--- src/hw/front_settings.svh ---
`ifndef FRONT_SETTINGS_SVH
`define FRONT_SETTINGS_SVH

// ********************
// datapath widths
// ********************
`define FRONT_XLEN 32

// ********************
// storage sizes
// ********************
`define FRONT_BTB_DEPTH 16
`define FRONT_BUF_DEPTH 8

// ********************
// reset and exceptions
// ********************
`define FRONT_RESET_PC 32'h1c000000
`define FRONT_ECODE_ADEF 7'h08

`endif

--- src/hw/front_pkg.sv ---
`include "front_settings.svh"

package front_pkg;

    // one fetch slot of 97 bits
    typedef struct packed {
        logic                   pred_taken;
        logic [`FRONT_XLEN-1:0] pred_addr;
        logic [`FRONT_XLEN-1:0] pc;
        logic [`FRONT_XLEN-1:0] inst;
    } fetch_slot_t;

    // aligned pair as returned by the icache
    typedef struct packed {
        fetch_slot_t [1:0] slot;
        logic              is_exception;
        logic [6:0]        exception_cause;
    } fetch_pkt_t;

    // execute stage branch result, one per lane
    typedef struct packed {
        logic                   valid;
        logic                   is_branch;
        logic [`FRONT_XLEN-1:0] pc;
        logic                   real_taken;
        logic [`FRONT_XLEN-1:0] real_addr;
        logic [`FRONT_XLEN-1:0] pred_addr;
    } bpu_update_t;

    typedef struct packed {
        logic                   hit;
        logic                   taken;     // counter msb
        logic [`FRONT_XLEN-1:0] target;
    } bank_hit_t;

    typedef enum logic [1:0] {
        strong_nt = 2'b00,
        weak_nt   = 2'b01,
        weak_t    = 2'b10,
        strong_t  = 2'b11
    } ctr_state_e;

    typedef enum logic [1:0] {
        seq   = 2'b00,
        pred  = 2'b01,
        flush = 2'b10
    } redirect_src_e;

endpackage

--- src/hw/branch_bank.sv ---
`timescale 1ns/1ps
`include "front_settings.svh"

module branch_bank
(
    input  logic                         cpu_clk,
    input  logic                         rst_n,
    input  logic [`FRONT_XLEN-1:0]       lookup_pc,
    input  front_pkg::bpu_update_t [1:0] upd,
    output front_pkg::bank_hit_t         hit
);
    localparam int XLEN  = `FRONT_XLEN;
    localparam int DEPTH = `FRONT_BTB_DEPTH;
    localparam int IDX_W = $clog2(DEPTH);
    localparam int TAG_W = XLEN - IDX_W - 2;

    logic                    valid_q  [DEPTH];
    front_pkg::ctr_state_e   ctr_q    [DEPTH];
    logic [TAG_W-1:0]        tag_q    [DEPTH];
    logic [XLEN-1:0]         target_q [DEPTH];

    logic [IDX_W-1:0]        rd_idx;
    logic [1:0][IDX_W-1:0]   wr_idx;
    logic [1:0][TAG_W-1:0]   wr_tag;
    logic [1:0]              wr_en;
    logic [1:0]              wr_match;    // lane retrains a live entry

    // saturating 2-bit counter step
    function automatic front_pkg::ctr_state_e ctr_next(front_pkg::ctr_state_e cur,
                                                       logic taken);
        case (cur)
            front_pkg::strong_nt: return taken ? front_pkg::weak_nt : front_pkg::strong_nt;
            front_pkg::weak_nt:   return taken ? front_pkg::weak_t : front_pkg::strong_nt;
            front_pkg::weak_t:    return taken ? front_pkg::strong_t : front_pkg::weak_nt;
            default:              return taken ? front_pkg::strong_t : front_pkg::weak_t;
        endcase
    endfunction

    // ********************
    // lookup
    // ********************
    assign rd_idx     = lookup_pc[IDX_W+1:2];
    assign hit.hit    = valid_q[rd_idx] && (tag_q[rd_idx] == lookup_pc[XLEN-1:IDX_W+2]);
    assign hit.taken  = ctr_q[rd_idx][1];
    assign hit.target = target_q[rd_idx];

    always_comb
    begin
        for (int l = 0; l < 2; l++)
        begin
            wr_idx[l]   = upd[l].pc[IDX_W+1:2];
            wr_tag[l]   = upd[l].pc[XLEN-1:IDX_W+2];
            wr_en[l]    = upd[l].valid & upd[l].is_branch;
            wr_match[l] = valid_q[wr_idx[l]] && (tag_q[wr_idx[l]] == wr_tag[l]);
        end
    end

    // ********************
    // training with lane 1 last
    // ********************
    always_ff @(posedge cpu_clk or negedge rst_n)
    begin
        if (!rst_n)
        begin
            for (int i = 0; i < DEPTH; i++)
            begin
                valid_q[i] <= 1'b0;
                ctr_q[i]   <= front_pkg::strong_nt;
            end
        end
        else
        begin
            for (int l = 0; l < 2; l++)
            begin
                if (wr_en[l])
                begin
                    valid_q[wr_idx[l]] <= 1'b1;
                    if (wr_match[l])
                        ctr_q[wr_idx[l]] <= ctr_next(ctr_q[wr_idx[l]], upd[l].real_taken);
                    else
                        ctr_q[wr_idx[l]] <= upd[l].real_taken ? front_pkg::weak_t
                                                              : front_pkg::weak_nt;
                end
            end
        end
    end

    always_ff @(posedge cpu_clk)
    begin
        for (int l = 0; l < 2; l++)
        begin
            if (wr_en[l])
            begin
                tag_q[wr_idx[l]] <= wr_tag[l];
                if (upd[l].real_taken)
                    target_q[wr_idx[l]] <= upd[l].real_addr;
            end
        end
    end

endmodule

--- config.mk ---
export PLATFORM = sky130hd
export DESIGN_NAME = branch_bank
export DESIGN_NICKNAME = d
export VERILOG_FILES = /design/src/hw/front_pkg.sv /design/src/hw/branch_bank.sv
export VERILOG_INCLUDE_DIRS = /design/src /design/src/hw
export SDC_FILE = /design/constraint.sdc
export NUM_CORES = 2
export LEC_CHECK = 0
export BUFFER_PORTS_ARGS = -buffer_cell sky130_fd_sc_hd__buf_4
export CELL_PAD_IN_SITES_DETAIL_PLACEMENT = 1
export CELL_PAD_IN_SITES_GLOBAL_PLACEMENT = 2
export CORE_UTILIZATION = 42
export CTS_CLUSTER_DIAMETER = 80
export DETAILED_ROUTE_END_ITERATION = 10
export PLACE_DENSITY_LB_ADDON = 0.1
export SLEW_MARGIN = 20
export SYNTH_ARGS = -nofsm -noshare
export SYNTH_HDL_FRONTEND = slang
export SYNTH_SLANG_ARGS = --single-unit
export TNS_END_PERCENT = 1
--- constraint.sdc ---
create_clock -name cpu_clk -period 3.7 [get_ports cpu_clk]
set_input_delay 0.555 -clock cpu_clk [delete_from_list [all_inputs] [get_ports cpu_clk]]
set_output_delay 0.555 -clock cpu_clk [all_outputs]
set_load 0.01 [all_outputs]
==> flow_summary.yaml <==
status:
  run_status: "finished, violations left"
  violations: "setup timing"
cells_and_area:
  fin_nets: 4388
  fill_cells: 12910
  areaGrowthSynthToFinish_pct: 19.75
  ratio_of_cells_with_drive_above_1_in_the_final_layout: 0.5258
power:
  power_frac_comb: 0.151
  powerDensity_nw_per_um2: 410.1
  internal_power_mw: 21.11
  seqPwrFrac: 0.444
  clkPwrFrac: 0.405
  power.net_switching_mw: 7.430
  vdd_drop_max_mv: 0.3866
  power.share.switching: 0.2604
  standby_leakage_power_nw: 23.55
min_path:
  whs_endpoint: "tag_q[0][12]"
  timing.hold.worst_path_depth: 3
  hold_path.class: "primary input to register"
  worstHoldStart: "upd[182]"
die:
  initial_cell_density_of_the_core: 0.4232
  total_number_of_placement_rows: 136
  fp.coreArea_um2: 137300
  total_i_o_pin_count: 266
  die_w_um: 374.0
  total_die_area_um2: 139900
  chip_height_um: 374.0
clocking:
  cts_buffer_depth: 3
  clock_root_buffer: "sky130_fd_sc_hd__clkbuf_16"
  cts_tree: "yes"
  ctsHtreeMaxLevel: 3
  path_clk_slew_ns: 0.06
  inserted_clock_buffers: 115
  worst_skew_pair.late_latency_ns: 0.77
  cts.sinks: 976
synthesis:
  asyncSetResetFlopFracSynth: 0.04918
  synth_top_area_share: 0.4795
  synth-seq-area-share: 0.5002
  synth.distinct_cells: 74
  synth-edff-count: 928
  syn_nets: 4014
  synthesis.area_per_instance_um2: 15.37
  post-synth-top-area-cell: "sky130_fd_sc_hd__edfxtp_1"
  synth_flop_type: "sky130_fd_sc_hd__edfxtp_1"
  ys_ff_latch: 976
  synth.top_cells.by_area: "sky130_fd_sc_hd__edfxtp_1 (48%), sky130_fd_sc_hd__mux4_2 (19%), sky130_fd_sc_hd__mux2_2 (16%)"
  yosys_warnings: 0
  synthesized_area_um2: 58110
  post_synthesis_cell_count: 3782
critical_path:
  worst-setup-path-type: "register to output pin"
  timing.critical_path.arrival_ns: 3.97
  startpoint_type: "register"
  r2r_end: "ctr_q[15]"
  cp.required_ns: 3.14
  r2r_cells: 14
  r2r-start: "tag_q[11][13]"
  critical_path.endpoint_type: "output pin"
  cp_max_fo: 3
  worst_reg_to_reg_setup_slack_ns: 0.13
grt:
  grt_overflow: 0
  first_pass_grt_wire_length_um: 328300
  grt_util_met3: 0.04974
  antenna_found_initial: 15
  maximum_number_of_pins_on_one_net_before_global_route_repair: 97
  met1_usage: 0.4311
  grtUsageMet2: 0.5608
  globalRouteTotalUtil: 0.3325
  grt.busiest_layer: "met2"
  via_count_of_the_first_global_routing_pass: 41870
drt:
  routed-via-count: 39970
  detailedRoute.firstIterationViolations: 4611
  drt_wl_total_um: 234600
  antenna_violating_nets_post_route: 0
  wl_per_cell_um: 38.75
  detail_route.drc_violations: 0
  drt-pass1-iter-count: 6
  viasPerCell: 6.602
timing:
  setup_clock_skew_after_layout_ns: 0.04756
  max_clock_freq_ghz: 0.2210
  timing.final.setup_violations: 1
  layout_worst_path_cycle_share: 1.223
  finalHoldViolCount: 0
  fin_worst_hold_slack_ns: 0.1947
  slew_headroom: 0.3917
  slew_violations: 0
  grt_setup_unrepaired: "yes"
  setup_total_negative_slack_ns: -0.8254
  layout_min_cycle_time_ns: 4.525
  worst_slack_ns: -0.8254
  max_slew.worst_pin.slew_ns: 0.9125
placement:
  dp.final_hpwl_um: 154100
  globalplace.congestion: 0.9795
  numPortBuffers: 195
job:
  drv_cap: 0
## cell type report
class | count | area, µm² | area share
Antenna cell | 4 | 10.01 | 0.0001438
Clock buffer | 148 | 3043 | 0.04373
Clock inverter | 69 | 742.0 | 0.01066
Inverter | 17 | 63.81 | 0.0009170
Multi-Input combinational cell | 2361 | 27530 | 0.3956
Sequential cell | 976 | 29070 | 0.4177
Tap cell | 1794 | 2245 | 0.03226
Timing Repair Buffer | 685 | 6887 | 0.09896
## power groups by stage
| stage | logic [mW] | clock network [mW] | registers (mW) |
|---|---|---|---|
| after global routing | 4.49 | 12.1 | 12.7 |
| after CTS | 4.27 | 11.7 | 12.7 |
| after floorplan | 2.48 | 0 | 12.8 |
| after detailed placement | 4.24 | 0 | 12.9 |
| after global placement | 4.14 | 0 | 12.9 |
| final | 4.30 | 11.6 | 12.7 |
## layer usage
metal / part of all wire / up-vias
met1: 0.39 / 21490
met5: 0.00053 / -
met2: 0.50 / 2012
li1: - / 15990
met3: 0.068 / 464
met4: 0.043 / 20
## repair_timing
item,CTS,global route
resized for setup,8,10
endpoints found under the hold margin,48,0
pin swaps,2,1
setup endpoints to repair,10,36
hold buffers,1,0
buffers inserted,2,0
## synth_stat cells (5+ instances only)
cell and instances:
sky130_fd_sc_hd__a21oi_1 43, sky130_fd_sc_hd__edfxtp_1 928, sky130_fd_sc_hd__xor2_1 9, sky130_fd_sc_hd__o2bb2ai_1 5, sky130_fd_sc_hd__o21ai_1 14, sky130_fd_sc_hd__a22oi_1 32
sky130_fd_sc_hd__buf_6 19, sky130_fd_sc_hd__nand2_1 303, sky130_fd_sc_hd__nor2_2 7, sky130_fd_sc_hd__or3_1 19, sky130_fd_sc_hd__mux4_1 17, sky130_fd_sc_hd__nand3_1 21
sky130_fd_sc_hd__o21ai_0 170, sky130_fd_sc_hd__mux2i_1 119, sky130_fd_sc_hd__nor2b_1 14, sky130_fd_sc_hd__buf_2 75, sky130_fd_sc_hd__a211oi_1 9, sky130_fd_sc_hd__mux4_2 500
sky130_fd_sc_hd__nand2b_1 9, sky130_fd_sc_hd__nand4_1 16, sky130_fd_sc_hd__nor3_1 14, sky130_fd_sc_hd__o22ai_1 18, sky130_fd_sc_hd__mux2_2 812, sky130_fd_sc_hd__dfrtp_1 48
sky130_fd_sc_hd__buf_1 47, sky130_fd_sc_hd__buf_4 17, sky130_fd_sc_hd__nor2_1 53, sky130_fd_sc_hd__a22o_1 11, sky130_fd_sc_hd__nor4_1 5, sky130_fd_sc_hd__xnor2_1 60
sky130_fd_sc_hd__o221ai_1 11, sky130_fd_sc_hd__and2_1 8, sky130_fd_sc_hd__a31oi_1 9, sky130_fd_sc_hd__inv_1 14, sky130_fd_sc_hd__o211ai_1 7, sky130_fd_sc_hd__clkbuf_1 266
## logic make-up after synthesis
| logic type | share of synthesized area |
|---|---|
| AO/OA/AOI/OAI | 0.03843 |
| multiplexers | 0.3793 |
| XOR/XNOR | 0.01040 |
| flip-flops | 0.5002 |
| AND/OR/NAND/NOR | 0.03637 |
| buffers and inverters | 0.03494 |
| adder cells (fa/ha/maj) | 0.0003445 |
## placed cells by master, fill, tap and decap left out, types with 35 or more instances in the layout
master	count
sky130_fd_sc_hd__edfxtp_1	928
sky130_fd_sc_hd__mux2_2	812
sky130_fd_sc_hd__a21oi_1	43
sky130_fd_sc_hd__o21ai_0	143
sky130_fd_sc_hd__clkinv_1	35
sky130_fd_sc_hd__mux4_2	500
sky130_fd_sc_hd__clkbuf_16	116
sky130_fd_sc_hd__buf_12	133
sky130_fd_sc_hd__buf_4	541
sky130_fd_sc_hd__dfrtp_1	48
sky130_fd_sc_hd__xnor2_1	57
sky130_fd_sc_hd__mux2i_1	118
sky130_fd_sc_hd__nor2_1	47
sky130_fd_sc_hd__nand2_1	286
## state kept, by name, summed over array words and instances, names as in the netlist
signal and count:
valid_q 16, target_q 512, tag_q 416, ctr_q 32
## worst max-delay path by stage
stage	startpoint	to	slack [ns]	cells after the start
after floorplan	upd[168]	tag_q[5][0]	-0.51	7
after global placement	lookup_pc[2]	hit[33]	-0.76	12
after detailed placement	lookup_pc[2]	hit[33]	-0.77	12
after CTS	tag_q[12][20]	hit[33]	-0.83	9
after global routing	tag_q[12][20]	hit[33]	-0.80	9
final	tag_q[14][20]	hit[33]	-0.83	9
## metrics by stage
stage,setup WS (ns),cell area (µm²),power (mW),util,instances
after detailed placement,-0.7729,65680,17.15,0.4783,5831
after global routing,-0.7959,69590,29.25,0.5068,6053
after global placement,-0.7621,65680,17.02,0.4783,5831
final,-0.8254,69590,28.54,0.5068,6054
after CTS,-0.8293,69520,28.64,0.5063,6050
after floorplan,-0.5132,58120,15.27,-,3782
## worst max-delay path, cell delays in order, from the launching register on
cell and delay [ns]:
sky130_fd_sc_hd__edfxtp_1 0.44, sky130_fd_sc_hd__mux4_2 0.51, sky130_fd_sc_hd__mux4_2 0.55, sky130_fd_sc_hd__xnor2_2 0.24, sky130_fd_sc_hd__buf_4 0.18, sky130_fd_sc_hd__nand4_1 0.26, sky130_fd_sc_hd__or4_4 0.62, sky130_fd_sc_hd__nor4_4 0.15
sky130_fd_sc_hd__buf_4 0.15, sky130_fd_sc_hd__buf_6 0.09
No activity file was read; power rests on OpenSTA's default activity.
