File: src/hw/front_settings.svh
`ifndef FRONT_SETTINGS_SVH
`define FRONT_SETTINGS_SVH

// ********************
// datapath widths
// ********************
`define FRONT_XLEN 32

// ********************
// storage sizes
// ********************
`define FRONT_BTB_DEPTH 16
`define FRONT_BUF_DEPTH 8

// ********************
// reset and exceptions
// ********************
`define FRONT_RESET_PC 32'h1c000000
`define FRONT_ECODE_ADEF 7'h08

`endif

File: src/hw/front_pkg.sv
`include "front_settings.svh"

package front_pkg;

    // one fetch slot of 97 bits
    typedef struct packed {
        logic                   pred_taken;
        logic [`FRONT_XLEN-1:0] pred_addr;
        logic [`FRONT_XLEN-1:0] pc;
        logic [`FRONT_XLEN-1:0] inst;
    } fetch_slot_t;

    // aligned pair as returned by the icache
    typedef struct packed {
        fetch_slot_t [1:0] slot;
        logic              is_exception;
        logic [6:0]        exception_cause;
    } fetch_pkt_t;

    // execute stage branch result, one per lane
    typedef struct packed {
        logic                   valid;
        logic                   is_branch;
        logic [`FRONT_XLEN-1:0] pc;
        logic                   real_taken;
        logic [`FRONT_XLEN-1:0] real_addr;
        logic [`FRONT_XLEN-1:0] pred_addr;
    } bpu_update_t;

    typedef struct packed {
        logic                   hit;
        logic                   taken;     // counter msb
        logic [`FRONT_XLEN-1:0] target;
    } bank_hit_t;

    typedef enum logic [1:0] {
        strong_nt = 2'b00,
        weak_nt   = 2'b01,
        weak_t    = 2'b10,
        strong_t  = 2'b11
    } ctr_state_e;

    typedef enum logic [1:0] {
        seq   = 2'b00,
        pred  = 2'b01,
        flush = 2'b10
    } redirect_src_e;

endpackage

File: src/hw/pc_gen.sv
`timescale 1ns/1ps
`include "front_settings.svh"

module pc_gen
(
    input  logic                        cpu_clk,
    input  logic                        rst_n,
    input  logic                        pause,
    input  logic                        stall,
    input  logic                        flush,
    input  logic [`FRONT_XLEN-1:0]      new_pc,
    input  logic                        pred_taken,
    input  logic [`FRONT_XLEN-1:0]      pred_addr,
    output logic [1:0][`FRONT_XLEN-1:0] slot_pc,
    output logic [`FRONT_XLEN-1:0]      pc,
    output logic                        inst_rreq,
    output logic                        is_exception,
    output logic [6:0]                  exception_cause
);
    localparam int XLEN = `FRONT_XLEN;

    front_pkg::redirect_src_e src;
    logic [XLEN-1:0]          next_pc;
    logic                     hold;
    logic                     run_q;     // set once out of reset

    assign hold = (pause | stall) & ~flush;    // flush overrides back-pressure

    always_comb
    begin
        if (flush)
            src = front_pkg::flush;
        else if (pred_taken)
            src = front_pkg::pred;
        else
            src = front_pkg::seq;
    end

    always_comb
    begin
        case (src)
            front_pkg::flush: next_pc = new_pc;
            front_pkg::pred:  next_pc = pred_addr;
            default:          next_pc = pc + XLEN'(8);    // next aligned pair
        endcase
    end

    always_ff @(posedge cpu_clk or negedge rst_n)
    begin
        if (!rst_n)
        begin
            pc    <= `FRONT_RESET_PC;
            run_q <= 1'b0;
        end
        else
        begin
            run_q <= 1'b1;
            if (!hold)
                pc <= next_pc;
        end
    end

    assign slot_pc[0]      = pc;
    assign slot_pc[1]      = pc + XLEN'(4);
    assign inst_rreq       = run_q & ~hold;
    assign is_exception    = |pc[1:0];    // ADEF on misaligned fetch
    assign exception_cause = is_exception ? `FRONT_ECODE_ADEF : 7'h00;

endmodule

File: config.mk
export PLATFORM = sky130hd
export DESIGN_NAME = pc_gen
export DESIGN_NICKNAME = d
export VERILOG_FILES = /design/src/hw/front_pkg.sv /design/src/hw/pc_gen.sv
export VERILOG_INCLUDE_DIRS = /design/src /design/src/hw
export SDC_FILE = /design/constraint.sdc
export NUM_CORES = 1
export LEC_CHECK = 0
export ABC_CLOCK_PERIOD_IN_PS = 2600
export BUFFER_PORTS_ARGS = -buffer_cell sky130_fd_sc_hd__buf_2
export CAP_MARGIN = 40
export CORE_ASPECT_RATIO = 0.6
export CORE_MARGIN = 5
export CORE_UTILIZATION = 50
export CTS_CLUSTER_SIZE = 28
export DETAILED_ROUTE_END_ITERATION = 12
export PLACE_DENSITY_LB_ADDON = 0.05
export SETUP_SLACK_MARGIN = 0.3
export SKIP_LAST_GASP = 1
export SYNTH_ARGS = -nofsm -noshare
export SYNTH_HDL_FRONTEND = slang
export SYNTH_SLANG_ARGS = --single-unit
File: constraint.sdc
create_clock -name cpu_clk -period 2.6 [get_ports cpu_clk]
set_clock_uncertainty 0.05 [all_clocks]
set_input_delay 0.26 -clock cpu_clk [delete_from_list [all_inputs] [get_ports cpu_clk]]
set_output_delay 0.26 -clock cpu_clk [all_outputs]
set_load 0.1 [all_outputs]
==> results of run 1 <==
worst max-delay path: cells and delay by family (launching register included):
family	cells	cell delay, ns
buf+inv	2	0.39
flops	1	0.43
xor+xnor	1	0.24
fa+ha+maj	1	0.13
simple gates	3	0.79
logic make-up after synthesis:
group                      count (synthesis)  synth area share
AOI/OAI and AO/OA                        109             0.230
xor gates and xnor gates                  28            0.0734
and+or+nand+nor                          156             0.266
other                                      2           0.00225
buffers and inverters                     84             0.149
adders and majority gates                  2           0.00748
DFF                                       33             0.248
muxes                                      8            0.0240
power by group:
| part | internal [uW] | switching (uW) | leakage, uW | total, uW |
|---|---|---|---|---|
| clock | 217 | 215 | 0.0000455 | 431 |
| combinational | 580 | 1950 | 0.00187 | 2530 |
| sequential | 616 | 231 | 0.000368 | 847 |
| total | 1410 | 2390 | 0.00228 | 3800 |
through the flow:
stage,cells,utilization
after floorplan,427,-
after global placement,614,0.740
final,635,0.789
after CTS,635,0.783
after detailed placement,615,0.742
after global routing,635,0.789
state kept, by name, summed over array words and instances (netlist names):
| signal | count |
|---|---|
| run_q | 1 |
| pc | 32 |
synthesized netlist by cell type (5+ instances only):
library cell / number
and2_1: 5
xor2_1: 5
nor4_1: 7
nor2_1: 20
and3_1: 9
o21ai_0: 30
nand3_1: 19
clkbuf_1: 21
mux2i_1: 8
nand2_1: 45
o211ai_1: 7
a22oi_1: 10
inv_1: 5
buf_2: 12
a21oi_1: 8
nand4_1: 14
and4_1: 5
dfrtp_1: 30
buf_4: 42
a22o_1: 5
nor3_1: 11
a31oi_1: 8
xnor2_1: 23
routing by layer:
| layer | GRT usage | share of wire | up-vias |
|---|---|---|---|
| li1 | - | - | 1761 |
| met1 | 0.428 | 0.42 | 1839 |
| met2 | 0.424 | 0.43 | 281 |
| met3 | 0.0700 | 0.13 | 40 |
| met4 | 0.0898 | 0.020 | 0 |
| met5 | 0 | 0 | - |
how the worst max path moves through the flow:
stage,to,depth (start not counted),from,slack (ns)
floorplan,slot_pc[56],5,pc[8],-0.13
global placement,slot_pc[53],7,pc[3],0.21
detailed placement,slot_pc[53],7,pc[3],0.1
CTS,slot_pc[53],7,pc[4],-0.002
global route,slot_pc[53],7,pc[4],-0.10
finish,slot_pc[55],7,pc[4],-0.01
cell type report:
| cell class | count | area, sq um | area share |
|---|---|---|---|
| inverter | 5 | 18.8 | 0.00361 |
| timing repair buffer | 192 | 1370 | 0.264 |
| multi-input combinational | 310 | 2690 | 0.517 |
| sequential | 33 | 917 | 0.176 |
| clock buffer | 8 | 90.1 | 0.0173 |
| tap | 87 | 109 | 0.0209 |
timing repair:
action / 4_1_cts / 5_1_grt
gates resized for setup: 23 / 10
pin swaps: 9 / 4
buffers inserted: 12 / 0
endpoints found under the setup margin: 23 / 25
==> results.toml, run 1 <==
[drt]
vias = 3921
via_per_inst = 6.17
drc_errors = 0
dr.first_iter.drc_count = 424
wirelength_um = 12400
ant_nets = 0
routedWlPerCell_um = 19.5
first_pass_iters = 5

[timing]
report.final.slew_viol_count = 0
worst_slack_ns = -0.0102
finalSetupTns_ns = -0.0253
setup-violations-final = 3
hold_viol = 6
worstMarginPinSlew_ns = 0.807
whs_ns = -0.0125
period_share = 1.00
rsz0062_at_grt = "yes"
clock.fmax_ghz = 0.383
period_minus_slack_ns = 2.61
max-slew-margin-rel = 0.462

[power]
ir_worst_vdd_uv = 622
powerDensity_nw_per_um2 = 732
power_uw = 3800
leakagePower_uw = 0.00228

[logic_synthesis]
avgSynthCellArea_sq_um = 7.92
syn_area_sq_um = 3340
netlist_instances = 422
synthFlopType = "dfrtp_1"
ys_seq_area_frac = 0.248
yosys_warnings = 0
synth_seq_cells = 33
synth_cell_types = 63
synth.area.top_cells = "dfrtp_1, buf_4, xnor2_1, nand2_1, o21ai_0"
async_reset_ff_frac = 1.00
synth_top_area_share = 0.225
synth_top_cell_by_area = "dfrtp_1"
synth_edf_count = 0

[floorplanning]
core_area_sq_um = 6590
dieArea_sq_um = 8480
start_util = 0.507
io-pin-count = 175
die_y_um = 73.3
die_w_um = 116
row_count = 23

[layout]
n_antenna_cell = 0
final_cell_mix = "buf_2, nand2_1, o21ai_0, buf_4"
fillers = 446
layout.nets = 619
stdcell_area_sq_um = 5200
drive_gt1_frac = 0.533
areaGrowthSynthToFinish_pct = 55.5
mostFrequentLayoutCell = "buf_2"

[worst_setup_path]
cp.arrival_ns = 2.30
endpoint_kind = "output port"
r2r_slack_ns = 0.54
reg2reg_to = "pc[18]"
cp_common_cell = "nand4_1"
r2r_start = "pc[3]"
crit_type = "reg -> out"
crit_slowest_cell = "dfrtp_4"
startpoint_type = "register"
path_cells = "ha_4 > nand4_1 > nor4_4 > buf_4 > nand4_1 > xnor2_4 > buf_12"
rr_worst_depth = 6
cp_slowest_stage_delay_ns = 0.43
worst_ep_required_time_ns = 2.29
critPathMaxFanout = 5

[place]
place_hpwl_um = 9370
place.gp.congestion = 0.909
place.port_buffers = 168
place_ws_ns = 0.0961
placed_area_sq_um = 4890

[clocking]
cts.sinks = 33
cts_buffers = 5
cts-htree-levels = 2
insertion_delay_ns = 0.30
cts_tree = "built"
clkTransAtPathRegs_ns = 0.08
cts.path.max_buffers = 2
cts-root-buf = "clkbuf_8"
cts_hold_buffers = 0

[grt]
grt_pass1_vias = 3767
grt_overflow = 0
grt_max_degree = 37
grt_pass1_wl_um = 19500
track_usage = 0.292
antenna_found_initial = 0

[status]
violations = "hold timing, setup timing"
status = "finished with violations"

[job]
maxCapViolations = 0

[min_path]
hp-class = "in -> async"
No activity file was read; power rests on OpenSTA's default activity.
==> run 2: changes to the inputs <==
--- a/config.mk
+++ b/config.mk
@@ -14,8 +14,9 @@
 export CORE_UTILIZATION = 50
 export CTS_CLUSTER_SIZE = 28
 export DETAILED_ROUTE_END_ITERATION = 12
-export PLACE_DENSITY_LB_ADDON = 0.05
+export PLACE_DENSITY = 0.91
 export SETUP_SLACK_MARGIN = 0.3
+export SKIP_CTS_REPAIR_TIMING = 1
 export SKIP_LAST_GASP = 1
 export SYNTH_ARGS = -nofsm -noshare
 export SYNTH_HDL_FRONTEND = slang
==> constraint.sdc (replaced) <==
create_clock -name cpu_clk -period 2.6 [get_ports cpu_clk]
set_clock_uncertainty 0.05 [all_clocks]
set_input_delay 0.26 -clock cpu_clk [delete_from_list [all_inputs] [get_ports cpu_clk]]
set_output_delay 0.26 -clock cpu_clk [all_outputs]
set_load 0.02 [all_outputs]
==> run 2 against run 1 <==
Effect of this change:
- global-route usage shrank 1.9 points
- via count grew 1.0%
- critical path depth is the same
- design area shrank 19%
- the flow now finishes without violations
- combinational power shrank 62%
- die area is the same
- non-clock buffer count grew 2
- sequential share of layout area grew 2.6 points
==> results.toml, run 2 (synthesis gave the netlist of run 1 again) <==
[status]
status = "completed"

[power]
power_uw = 2120
intPower_uw = 1140
pwr-share-comb = 0.450
ir_worst_vdd_uv = 265
p_clk_frac = 0.186
leakagePower_uw = 0.00196
switching_power_uw = 981
seqPwrFrac = 0.364
powerDensity_nw_per_um2 = 500
p_sw_frac = 0.463

[drt]
dr.first_iter.drc_count = 503
drc_errors = 0
ant_nets = 0
vias = 3962
via_per_inst = 6.22
routedWlPerCell_um = 19.3
wirelength_um = 12300
first_pass_iters = 6

[grt]
grt_max_degree = 35
grt_pass1_wl_um = 18400
grt_overflow = 0
antenna_found_initial = 0
track_usage = 0.272
grt_pass1_vias = 3552

[timing]
report.final.slew_viol_count = 0
max-slew-margin-rel = 0.464
hold_viol = 0
setup-violations-final = 0
rsz0062_at_grt = "yes"
whs_ns = 0.0113
worstMarginPinSlew_ns = 0.804
period_minus_slack_ns = 2.40
clock.fmax_ghz = 0.417
finalSetupTns_ns = 0
period_share = 0.921

[worst_setup_path]
worst_ep_required_time_ns = 2.29
r2r_slack_ns = 0.51
r2r_start = "pc[3]"
critPathMaxFanout = 7
cp_slowest_stage_delay_ns = 0.43
crit_type = "reg -> out"
endpoint_kind = "output port"
critPathBufInv = 2
startpoint_type = "register"
reg2reg_to = "pc[27]"
path_cells = "ha_1 > nand3_2 > nor4_4 > buf_4 > nand3_1 > xnor2_1 > buf_2"
rr_worst_depth = 9
cp.arrival_ns = 2.09
crit_slowest_cell = "dfrtp_2"
startpoint = "pc[3]"
critPathTopFamily = "simple AND/OR/NAND/NOR gates"

[clocking]
cts-root-buf = "clkbuf_8"
clkTransAtPathRegs_ns = 0.07
cts_buffers = 5
insertion_delay_ns = 0.28
cts-htree-levels = 2
cts_tree = "built"
cts.path.max_buffers = 2
cts.sinks = 33

[place]
place_hpwl_um = 8960
place.gp.congestion = 0.930
place.port_buffers = 168

[floorplanning]
die_y_um = 73.3
io-pin-count = 175
die_w_um = 116
row_count = 23
dieArea_sq_um = 8480
start_util = 0.507
core_area_sq_um = 6590

[layout]
drive_gt1_frac = 0.458
final_cell_mix = "buf_2, nand2_1, o21ai_0, buf_4, xnor2_1"
final_core_util = 0.642
largestRegisters = "pc (32), run_q (1)"
layout.nets = 621
largest-register = "pc"
n_antenna_cell = 0
mostFrequentLayoutCell = "buf_2"
areaGrowthSynthToFinish_pct = 26.6
largest_reg_flops = 32

[job]
maxCapViolations = 0

[min_path]
hp-class = "in -> async"
-- run 2: worst register-to-register path: stages (launching register included) --
cell,delay [ns]
dfrtp_2,0.43
ha_2,0.24
nand4_1,0.08
buf_4,0.17
nor4_4,0.19
buf_4,0.17
buf_2,0.19
buf_4,0.14
a31oi_1,0.08
a211o_1,0.27
-- run 2: area by class of cell --
cell class              count  area (sq um)
clock buffers               8          80.1
multi-input cells         310          2120
flip-flops and latches     33           856
well taps                  87           109
fillers                   559          2360
inverters                   5          18.8
repair buffers            194          1050
-- run 2: stage by stage --
step	instance area (sq um)	instances	setup slack, ns
floorplan	3360	427	0.301
global placement	3930	616	0.317
detailed placement	3930	616	0.143
CTS	4010	624	-0.202
global route	4230	637	0.104
finish	4230	637	0.205
-- run 2: how the worst max path moves through the flow --
stage | to | slack (ns) | cells after the start
finish | slot_pc[56] | 0.20 | 7
global route | slot_pc[63] | 0.10 | 8
CTS | slot_pc[56] | -0.20 | 6
detailed placement | slot_pc[59] | 0.14 | 6
global placement | slot_pc[59] | 0.32 | 6
floorplan | slot_pc[61] | 0.30 | 6
-- run 2: layer usage --
| metal | vias up | share of wire | global-route usage |
|---|---|---|---|
| met4 | 0 | 0.0090 | 0.0573 |
| li1 | 1761 | - | - |
| met3 | 16 | 0.14 | 0.0765 |
| met2 | 306 | 0.45 | 0.421 |
| met1 | 1879 | 0.41 | 0.382 |
| met5 | - | 0 | 0 |
-- run 2: power groups by stage --
stage               registers [uW]  logic [uW]  clock network (uW)
CTS                            748         921                 389
finish                         771         952                 393
global route                   786        1020                 420
detailed placement             758         917                   0
floorplan                      764         651                   0
global placement               748         909                   0
