File: config.mk
export PLATFORM = sky130hd
export DESIGN_NAME = pred_select
export DESIGN_NICKNAME = d
export VERILOG_FILES = /design/src/hw/front_pkg.sv /design/src/hw/pred_select.sv
export VERILOG_INCLUDE_DIRS = /design/src /design/src/hw
export SDC_FILE = /design/constraint.sdc
export NUM_CORES = 1
export LEC_CHECK = 0
export BUFFER_PORTS_ARGS = -buffer_cell sky130_fd_sc_hd__buf_2
export CAP_MARGIN = 5
export CORE_AREA = 2 2 140 142
export DETAILED_ROUTE_END_ITERATION = 10
export DIE_AREA = 0 0 142 144
export PLACE_DENSITY = 0.52
export SLEW_MARGIN = 20
export SYNTH_ARGS = -nofsm -noshare
export SYNTH_HDL_FRONTEND = slang
export SYNTH_SLANG_ARGS = --single-unit
File: constraint.sdc
create_clock -name vclk -period 3.15
set_input_delay 0.1575 -clock vclk [all_inputs]
set_output_delay 0.1575 -clock vclk [all_outputs]
set_load 0.01 [all_outputs]
File: src/hw/front_settings.svh
`ifndef FRONT_SETTINGS_SVH
`define FRONT_SETTINGS_SVH

// ********************
// datapath widths
// ********************
`define FRONT_XLEN 32

// ********************
// storage sizes
// ********************
`define FRONT_BTB_DEPTH 16
`define FRONT_BUF_DEPTH 8

// ********************
// reset and exceptions
// ********************
`define FRONT_RESET_PC 32'h1c000000
`define FRONT_ECODE_ADEF 7'h08

`endif

File: src/hw/front_pkg.sv
`include "front_settings.svh"

package front_pkg;

    // one fetch slot of 97 bits
    typedef struct packed {
        logic                   pred_taken;
        logic [`FRONT_XLEN-1:0] pred_addr;
        logic [`FRONT_XLEN-1:0] pc;
        logic [`FRONT_XLEN-1:0] inst;
    } fetch_slot_t;

    // aligned pair as returned by the icache
    typedef struct packed {
        fetch_slot_t [1:0] slot;
        logic              is_exception;
        logic [6:0]        exception_cause;
    } fetch_pkt_t;

    // execute stage branch result, one per lane
    typedef struct packed {
        logic                   valid;
        logic                   is_branch;
        logic [`FRONT_XLEN-1:0] pc;
        logic                   real_taken;
        logic [`FRONT_XLEN-1:0] real_addr;
        logic [`FRONT_XLEN-1:0] pred_addr;
    } bpu_update_t;

    typedef struct packed {
        logic                   hit;
        logic                   taken;     // counter msb
        logic [`FRONT_XLEN-1:0] target;
    } bank_hit_t;

    typedef enum logic [1:0] {
        strong_nt = 2'b00,
        weak_nt   = 2'b01,
        weak_t    = 2'b10,
        strong_t  = 2'b11
    } ctr_state_e;

    typedef enum logic [1:0] {
        seq   = 2'b00,
        pred  = 2'b01,
        flush = 2'b10
    } redirect_src_e;

endpackage

File: src/hw/pred_select.sv
`timescale 1ns/1ps
`include "front_settings.svh"

module pred_select
(
    input  front_pkg::bank_hit_t [1:0]    hits,
    input  logic [1:0][`FRONT_XLEN-1:0]   slot_pc,
    input  front_pkg::bpu_update_t [1:0]  upd,
    output logic [1:0]                    pred_taken,
    output logic [`FRONT_XLEN-1:0]        pred_addr,
    output logic                          bpu_flush
);
    localparam int XLEN = `FRONT_XLEN;

    logic [1:0]            slot_taken;
    logic [1:0][XLEN-1:0]  resolved;     // real next address per ex lane
    logic [1:0]            mispred;

    // ********************
    // fetch prediction
    // ********************
    always_comb
    begin
        slot_taken[0] = hits[0].hit & hits[0].taken;
        slot_taken[1] = hits[1].hit & hits[1].taken & ~slot_taken[0];    // slot 0 masks

        if (slot_taken[0])
            pred_addr = hits[0].target;
        else if (slot_taken[1])
            pred_addr = hits[1].target;
        else
            pred_addr = slot_pc[0] + XLEN'(8);
    end

    assign pred_taken = slot_taken;

    // ********************
    // ex misprediction check
    // ********************
    always_comb
    begin
        for (int l = 0; l < 2; l++)
        begin
            resolved[l] = upd[l].real_taken ? upd[l].real_addr : upd[l].pc + XLEN'(4);
            mispred[l]  = upd[l].valid & upd[l].is_branch &
                          (resolved[l] != upd[l].pred_addr);
        end
    end

    assign bpu_flush = |mispred;

endmodule

==> results.txt, run 1 <==
For this run, the total global-route usage over all layers was measured as 17.5%. The pre-antenna-repair detailed-routing pass consisted of 5 iterations. Measured against its own limit, the worst slew margin works out to 34.2%. The half-perimeter wire length after detailed placement came out at 17400 um. The slowest cell on the critical path is sky130_fd_sc_hd__or4_4. In the final routed layout, each cell accounts on average for 16.0 um. The flow ran to the end, and the final reports show no timing, DRC or antenna violations. The number of inserted filler cells in the final layout is 2133. The number of max-slew violations in the final report is 0. The sequential fraction of the synthesis area came out at 0%. The area of the die came out at 20400 sq um.

The synthesized net count came out at 986. The highest clock rate is 321 MHz. Summed over all cells, the static leakage comes to 2.89 nW. In this design, the largest share of critical-path delay is due to simple AND/OR/NAND/NOR gates. The net count of the finished layout is 1340.

After synthesis, the largest family of logic cells by area is simple AND/OR/NAND/NOR gates. The final total power is 0.806 mW. STA classifies the critical path startpoint as an input port.

The DRC violation count after routing is 0. VDD sags by at most 0.0581 mV. In the finished design the tool counted flip-flops and latches totalling 0. The final-layout setup total negative slack is 0 ns.

In the finished layout, the clock tree contains a buffer count of 0. After floorplanning, the core was divided into 51 placement rows. Setup slack closes at 0.0334 ns.

In this run, distinct cell masters in the synthesized netlist total 63. The total buffers and inverters traversed by the critical path came out at 2. The number of nets with antenna violations after detailed routing is 0. The adder and majority cell fraction of the synthesized area came out at 0.909%. The capturing element type of the critical path is an output port. The share of synthesized cell area in and, or, nand and nor gates is 34.8%. The count of input and output buffers came out at 333. The via density per instance came out at 4.90. The area overhead of the layout relative to synthesis came out at 57.3%. The last weighted congestion value of the routability-driven placer is 0.933.

After detailed routing, the total wire length is 19900 um. The portion of netlist area occupied by mux cells came out at 2.97%. The synthesized netlist devotes 33.9% of its cell area to XOR and XNOR gates. After clock tree synthesis, the flow added hold-fix buffers numbering 0. The remaining global-route overflow came out at 0. Dividing the synthesized area by the synthesized cell count gives 6.32 sq um. The path type of the worst setup path is in -> out. The minimum setup slack after placement is -0.141 ns. The Yosys step of the flow raised 0 warnings. The critical path's largest stage delay came out at 0.58 ns. In the synthesized netlist, the number of instances is 653. The power density relative to cell area is 124 nW/um^2. The DRC marker count from the first detailed-route iteration came out at 257.

The type of the worst min-delay path is in -> out. The critical path data required time came out at 2.99 ns. After routing the design area is 6500 sq um. The number of endpoints with negative hold slack in the final report is 0.

The number of standard cells in the final layout excluding fillers came out at 1247. The slew at the pin closest to its max-slew limit is 0.984 ns. The clock period minus worst slack is 3.12 ns. The fraction of final layout cells with drive strength greater than 1 came out at 40.0%. The number of antenna violations at the first check in global routing was 2. By area the synthesized netlist is led by sky130_fd_sc_hd__xnor2_1 18%, sky130_fd_sc_hd__xor2_1 15%, sky130_fd_sc_hd__o21ai_0 10%. The horizontal die dimension is 142 um. The area inside the core boundary is 19100 sq um. The cell area after technology mapping came out at 4130 sq um. The maximum number of pins on one net before global-route repair came out at 62.

The floorplan die height is 144 um. Once the floorplan was initialized, standard cells occupied 21.6% of the core. The post-synthesis compound-gate area fraction is 23.5%.

Summing all placed instances gives a cell area of 6250 sq um. Summed over all instances, the cell type with the most area after synthesis is sky130_fd_sc_hd__xnor2_1. The number of global-route vias before repair came to 5601. Leaving out fill and tap cells, the most frequent cells in the layout are 327 x sky130_fd_sc_hd__buf_2, 99 x sky130_fd_sc_hd__nand2_1, 86 x sky130_fd_sc_hd__xnor2_1. The reported max-cap violation count came out at 0. The post-placement cell count is 1232. The signal arrival time at the worst endpoint is 2.96 ns. The global-route wire length before repair is 28700 um.

Setup repair after global routing could not meet its margin everywhere. The maximum fanout along the worst path came out at 4. 365 I/O pins were placed. Walking the worst path, the cells encountered are buf_8 -> nand4_1 -> nor2_1 -> a2111oi_2 -> o211ai_1 -> a22o_1 -> or4_1 -> or4_4 -> a2111oi_4 -> o22ai_1 -> buf_2. The register area came out at 0 sq um. The count of vias placed by the detailed router is 6115. The share of Yosys cell area claimed by the top area cell type came out at 18.4%. The final period utilization came out at 98.9%. The final number of setup-violating endpoints came out at 0. Leaving out fill and tap cells, the most frequent cell in the layout is sky130_fd_sc_hd__buf_2.
[kinds of logic (layout without fill, tap and decap cells)]
group,after synthesis,count (layout)
other cells,0,4
xor+xnor,160,160
simple gates,279,279
fa+ha+maj,3,3
mux,12,12
buf+inv,42,394
compound gates,157,157
[final timing paths]
check | from | end | slack (ns) | cells past startpoint
worst max-delay path | upd[167] | bpu_flush | 0.03 | 11
worst min-delay path | hits[4] | pred_addr[4] | 0.60 | 4
[synth_stat cells (3+ instances only)]
library cell,number
sky130_fd_sc_hd__nand2_1,100
sky130_fd_sc_hd__xnor2_1,87
sky130_fd_sc_hd__o21ai_0,83
sky130_fd_sc_hd__xor2_1,73
sky130_fd_sc_hd__nand3_1,37
sky130_fd_sc_hd__nor2_1,37
sky130_fd_sc_hd__nand4_1,27
sky130_fd_sc_hd__clkbuf_1,21
sky130_fd_sc_hd__a21oi_1,17
sky130_fd_sc_hd__nor3_1,15
sky130_fd_sc_hd__inv_1,14
sky130_fd_sc_hd__nor4_1,13
sky130_fd_sc_hd__mux2i_1,10
sky130_fd_sc_hd__and3_1,9
sky130_fd_sc_hd__and4_1,7
sky130_fd_sc_hd__or3_1,7
sky130_fd_sc_hd__a31oi_1,6
sky130_fd_sc_hd__o2111ai_1,5
sky130_fd_sc_hd__a211oi_1,4
sky130_fd_sc_hd__nand2b_1,4
sky130_fd_sc_hd__o211ai_1,4
sky130_fd_sc_hd__o31ai_1,4
sky130_fd_sc_hd__a41oi_1,3
sky130_fd_sc_hd__buf_1,3
sky130_fd_sc_hd__ha_1,3
sky130_fd_sc_hd__nand3_2,3
sky130_fd_sc_hd__nand3b_1,3
sky130_fd_sc_hd__o22ai_1,3
[area by class of cell]
cell class                      count  area, sq um  share of cell area [%]
Antenna cell                        4         10.0                   0.154
Inverter                           16         60.1                   0.924
Multi-Input combinational cell    611         4070                    62.7
Tap cell                          238          298                    4.58
Timing Repair Buffer              378         2060                    31.7
[power breakdown]
group          switching, mW  internal, mW   total [mW]
logic                  0.422         0.385        0.806
clock network              0   0.000000170  0.000000170
registers                  0             0            0
total                  0.422         0.385        0.806
[metrics by stage]
stage | utilization (%) | hold slack, ns
after floorplan | - | 0.444
after global placement | 32.8 | 0.597
after detailed placement | 32.8 | 0.598
after CTS | 32.9 | 0.600
after global routing | 34.0 | 0.618
final | 34.0 | 0.599
[routing by layer]
| metal | track usage (%) | vias up | part of all wire (%) |
|---|---|---|---|
| li1 | - | 3084 | - |
| met1 | 21.0 | 2735 | 40 |
| met2 | 32.6 | 266 | 50 |
| met3 | 2.05 | 30 | 6.4 |
| met4 | 5.68 | 0 | 3.2 |
| met5 | 0 | - | 0 |
[timing repair]
action | in CTS | in global routing
pin swaps | 2 | 13
endpoints found under the hold margin | 0 | 0
buffers inserted | 1 | 10
resized for setup | 3 | 30
setup endpoints to repair | 1 | 1
No activity file was read; power rests on OpenSTA's default activity.
==> inputs of run 2 (changes only) <==
--- a/config.mk
+++ b/config.mk
@@ -8,10 +8,11 @@
 export LEC_CHECK = 0
 export BUFFER_PORTS_ARGS = -buffer_cell sky130_fd_sc_hd__buf_2
 export CAP_MARGIN = 5
-export CORE_AREA = 2 2 140 142
+export CORE_AREA = 2 2 141 143
 export DETAILED_ROUTE_END_ITERATION = 10
-export DIE_AREA = 0 0 142 144
+export DIE_AREA = 0 0 143 145
 export PLACE_DENSITY = 0.52
+export REMOVE_ABC_BUFFERS = 1
 export SLEW_MARGIN = 20
 export SYNTH_ARGS = -nofsm -noshare
 export SYNTH_HDL_FRONTEND = slang
==> run 2 against run 1 <==
Setup slack gained 0.12 ns. Utilization shrank 0.94 points. Hold slack got worse by 0.0039 ns. Fmax grew 3.9%. Non-clock buffer count fell by 9. Largest power group unchanged.
==> results.txt, run 2 (synthesis results as in run 1) <==
The floorplan die height came to 145 um (+0.69%). The DRC violation count after routing came out at 0 (unchanged). The total I/O pin count was 365 (unchanged). The initial core utilization came to 21.5% (-0.14 points).

The per-cell routed wire length came out at 15.0 um (-5.9%). The run finished with clean final reports. The total global-route track usage came to 17.3% (-0.30 points). The remaining global-route overflow is 0 (unchanged). The area of the die is 20700 sq um (+1.4%).

The count of vias placed by the detailed router came to 5980 (-2.2%). The number of endpoints with negative hold slack in the final report came out at 0 (unchanged). The last weighted congestion value of the routability-driven placer came out at 0.893 (-4.3%). In the layout the commonest cells are 333 x sky130_fd_sc_hd__buf_2, 99 x sky130_fd_sc_hd__nand2_1, 87 x sky130_fd_sc_hd__xnor2_1. The power density relative to cell area is 123 nW/um^2 (-1.2%). The signal arrival time at the worst endpoint is 2.84 ns (-0.12 ns). The number of logic stages on the critical path including buffering was 14 (+3). The number of hold buffers added after cts came out at 0 (unchanged). The total detailed-routing wirelength came out at 19000 um (-4.6%). The critical path's largest stage delay was 0.35 ns (-0.23 ns). The fraction of final layout cells with drive strength greater than 1 is 39.1% (-0.94 points). On the critical path, the stage with the largest delay is an instance of sky130_fd_sc_hd__a2111oi_4. The horizontal die dimension is 143 um (+0.70%).

The count of standard-cell rows is 51 (unchanged). The critical path ends at bpu_flush. The type of the worst min-delay path is in -> out. The number of nets in the finished design is 1331 (-0.67%). The total of clock buffers placed in the layout came to 0 (unchanged). The via density per instance came out at 4.73 (-3.5%). The reported max-cap violation count came out at 0 (unchanged). The maximum fanout along the worst path came to 3 (-1).

The highest clock rate is 333 MHz (+3.9%). The first-pass iteration count of the detailed router is 5 (unchanged). The area overhead of the layout relative to synthesis is 54.0%. The maximum number of pins on one net before global-route repair is 63 (+1.6%). The total buffers and inverters traversed by the critical path was 5 (+3). The area inside the core boundary is 19200 sq um (+0.67%). Tracing the worst setup path back leads to its startpoint at upd[166].

The signal on the critical path passes through buf_2 -> buf_4 -> nand4_1 -> buf_4 -> nor4_1 -> xnor2_1 -> a2111oi_2 -> buf_4 -> a31oi_1 -> nor4_1 -> o2111ai_1 -> a2111oi_4 -> o22ai_1 -> buf_2. The DRC marker count from the first detailed-route iteration came to 322 (+25%). The capturing element type of the critical path is an output port. The standby leakage power is 2.83 nW (-2.2%).

The number of antenna violations at the first check in global routing came out at 4 (+2). The worst slew slack as a fraction of its limit is 34.9% (+0.79 points). The worst setup path is launched from an input port. The final period utilization was 95.3% (-3.7 points).

Leaving out fill and tap cells, the most frequent cell in the layout is sky130_fd_sc_hd__buf_2. The slew at the pin closest to its max-slew limit is 0.972 ns (-0.0117 ns). The number of max-slew violations in the final report was 0 (unchanged).

The maximum vdd ir drop came out at 0.0548 mV (-5.6%). The critical path data required time is 2.99 ns (about the same). The post-detailed-placement cell area came out at 6290 sq um (+0.54%). The cell class contributing the biggest share of worst-path delay is compound AO/OA/AOI/OAI gates.

The count of input and output buffers came out at 333 (unchanged). The layout sequential cell count was 0 (unchanged). The number of global-route vias before repair came out at 5740 (+2.5%). The global-route wire length before repair is 29400 um (+2.3%). The register area is 0 sq um (unchanged). The summed area of non-filler cells in the final layout is 6360 sq um (-2.1%). The number of inserted filler cells in the final layout is 2167 (+1.6%).

The half-perimeter wire length after detailed placement came out at 16900 um (-2.9%). The number of nets with antenna violations after detailed routing came out at 0 (unchanged). The final-layout setup total negative slack is 0 ns (unchanged). By startpoint and endpoint, the worst setup path is classified as in -> out.

The cell repeated most along the worst path is sky130_fd_sc_hd__buf_4. The clock period minus worst slack is 3.00 ns (-0.116 ns). The final number of setup-violating endpoints came out at 0 (unchanged).
==> run 2: cell count changes in the layout (fill, tap and decap cells not counted), moves of 3 or more <==
cell                      previous run  this run
sky130_fd_sc_hd__buf_4              45        35
sky130_fd_sc_hd__buf_2             327       333
sky130_fd_sc_hd__nand3_4             4         0
sky130_fd_sc_hd__buf_8               4         0
sky130_fd_sc_hd__nand3_2             0         3
==> run 2: worst min-delay path by stage <==
| stage | startpoint | to | slack [ns] | cells after the start |
|---|---|---|---|---|
| after floorplan | hits[29] | pred_addr[29] | 0.44 | 1 |
| after global placement | hits[6] | pred_addr[6] | 0.60 | 4 |
| after detailed placement | hits[31] | pred_addr[31] | 0.60 | 3 |
| after CTS | hits[31] | pred_addr[31] | 0.60 | 3 |
| after global routing | hits[29] | pred_addr[29] | 0.61 | 3 |
| final | hits[31] | pred_addr[31] | 0.60 | 3 |
==> run 2: routing by layer <==
layer | vias up | GRT usage (%) | wire [um]
met3 | 16 | 1.68 | 1290
met1 | 2657 | 21.6 | 7730
li1 | 3064 | - | -
met2 | 241 | 32.1 | 9680
met5 | - | 0 | 13
met4 | 2 | 2.67 | 294
==> run 2: stage by stage <==
step                      power, mW  setup slack (ns)  std cells  hold slack (ns)  utilization (%)
after floorplan               0.357             0.103        627            0.444                -
final                         0.779             0.149       1264            0.595             33.1
after CTS                     0.778            0.0936       1259            0.598             32.7
after global placement        0.771            0.0287       1259            0.595             32.7
after detailed placement      0.773           -0.0330       1259            0.596             32.7
after global routing          0.865           -0.0112       1264            0.607             33.1
==> run 2: power by group <==
group	internal [mW]	total, mW	switching (mW)
Clock	0.000000128	0.000000128	0
Combinational	0.373	0.779	0.406
Sequential	0	0	0
Total	0.373	0.779	0.406
==> run 2: cell type report <==
type	count	area (sq um)	share of cell area, %
inverter	16	60.1	0.945
timing repair buffer	369	1940	30.5
antenna	3	7.51	0.118
multi-input combinational	611	4020	63.2
tap	265	332	5.21
==> run 2: what timing repair did <==
action                     in CTS  in global routing
gates resized for setup         0                  9
setup buffers                   0                  2
pin swaps                       1                  3
setup endpoints to repair       1                  1
cloned                          0                  0
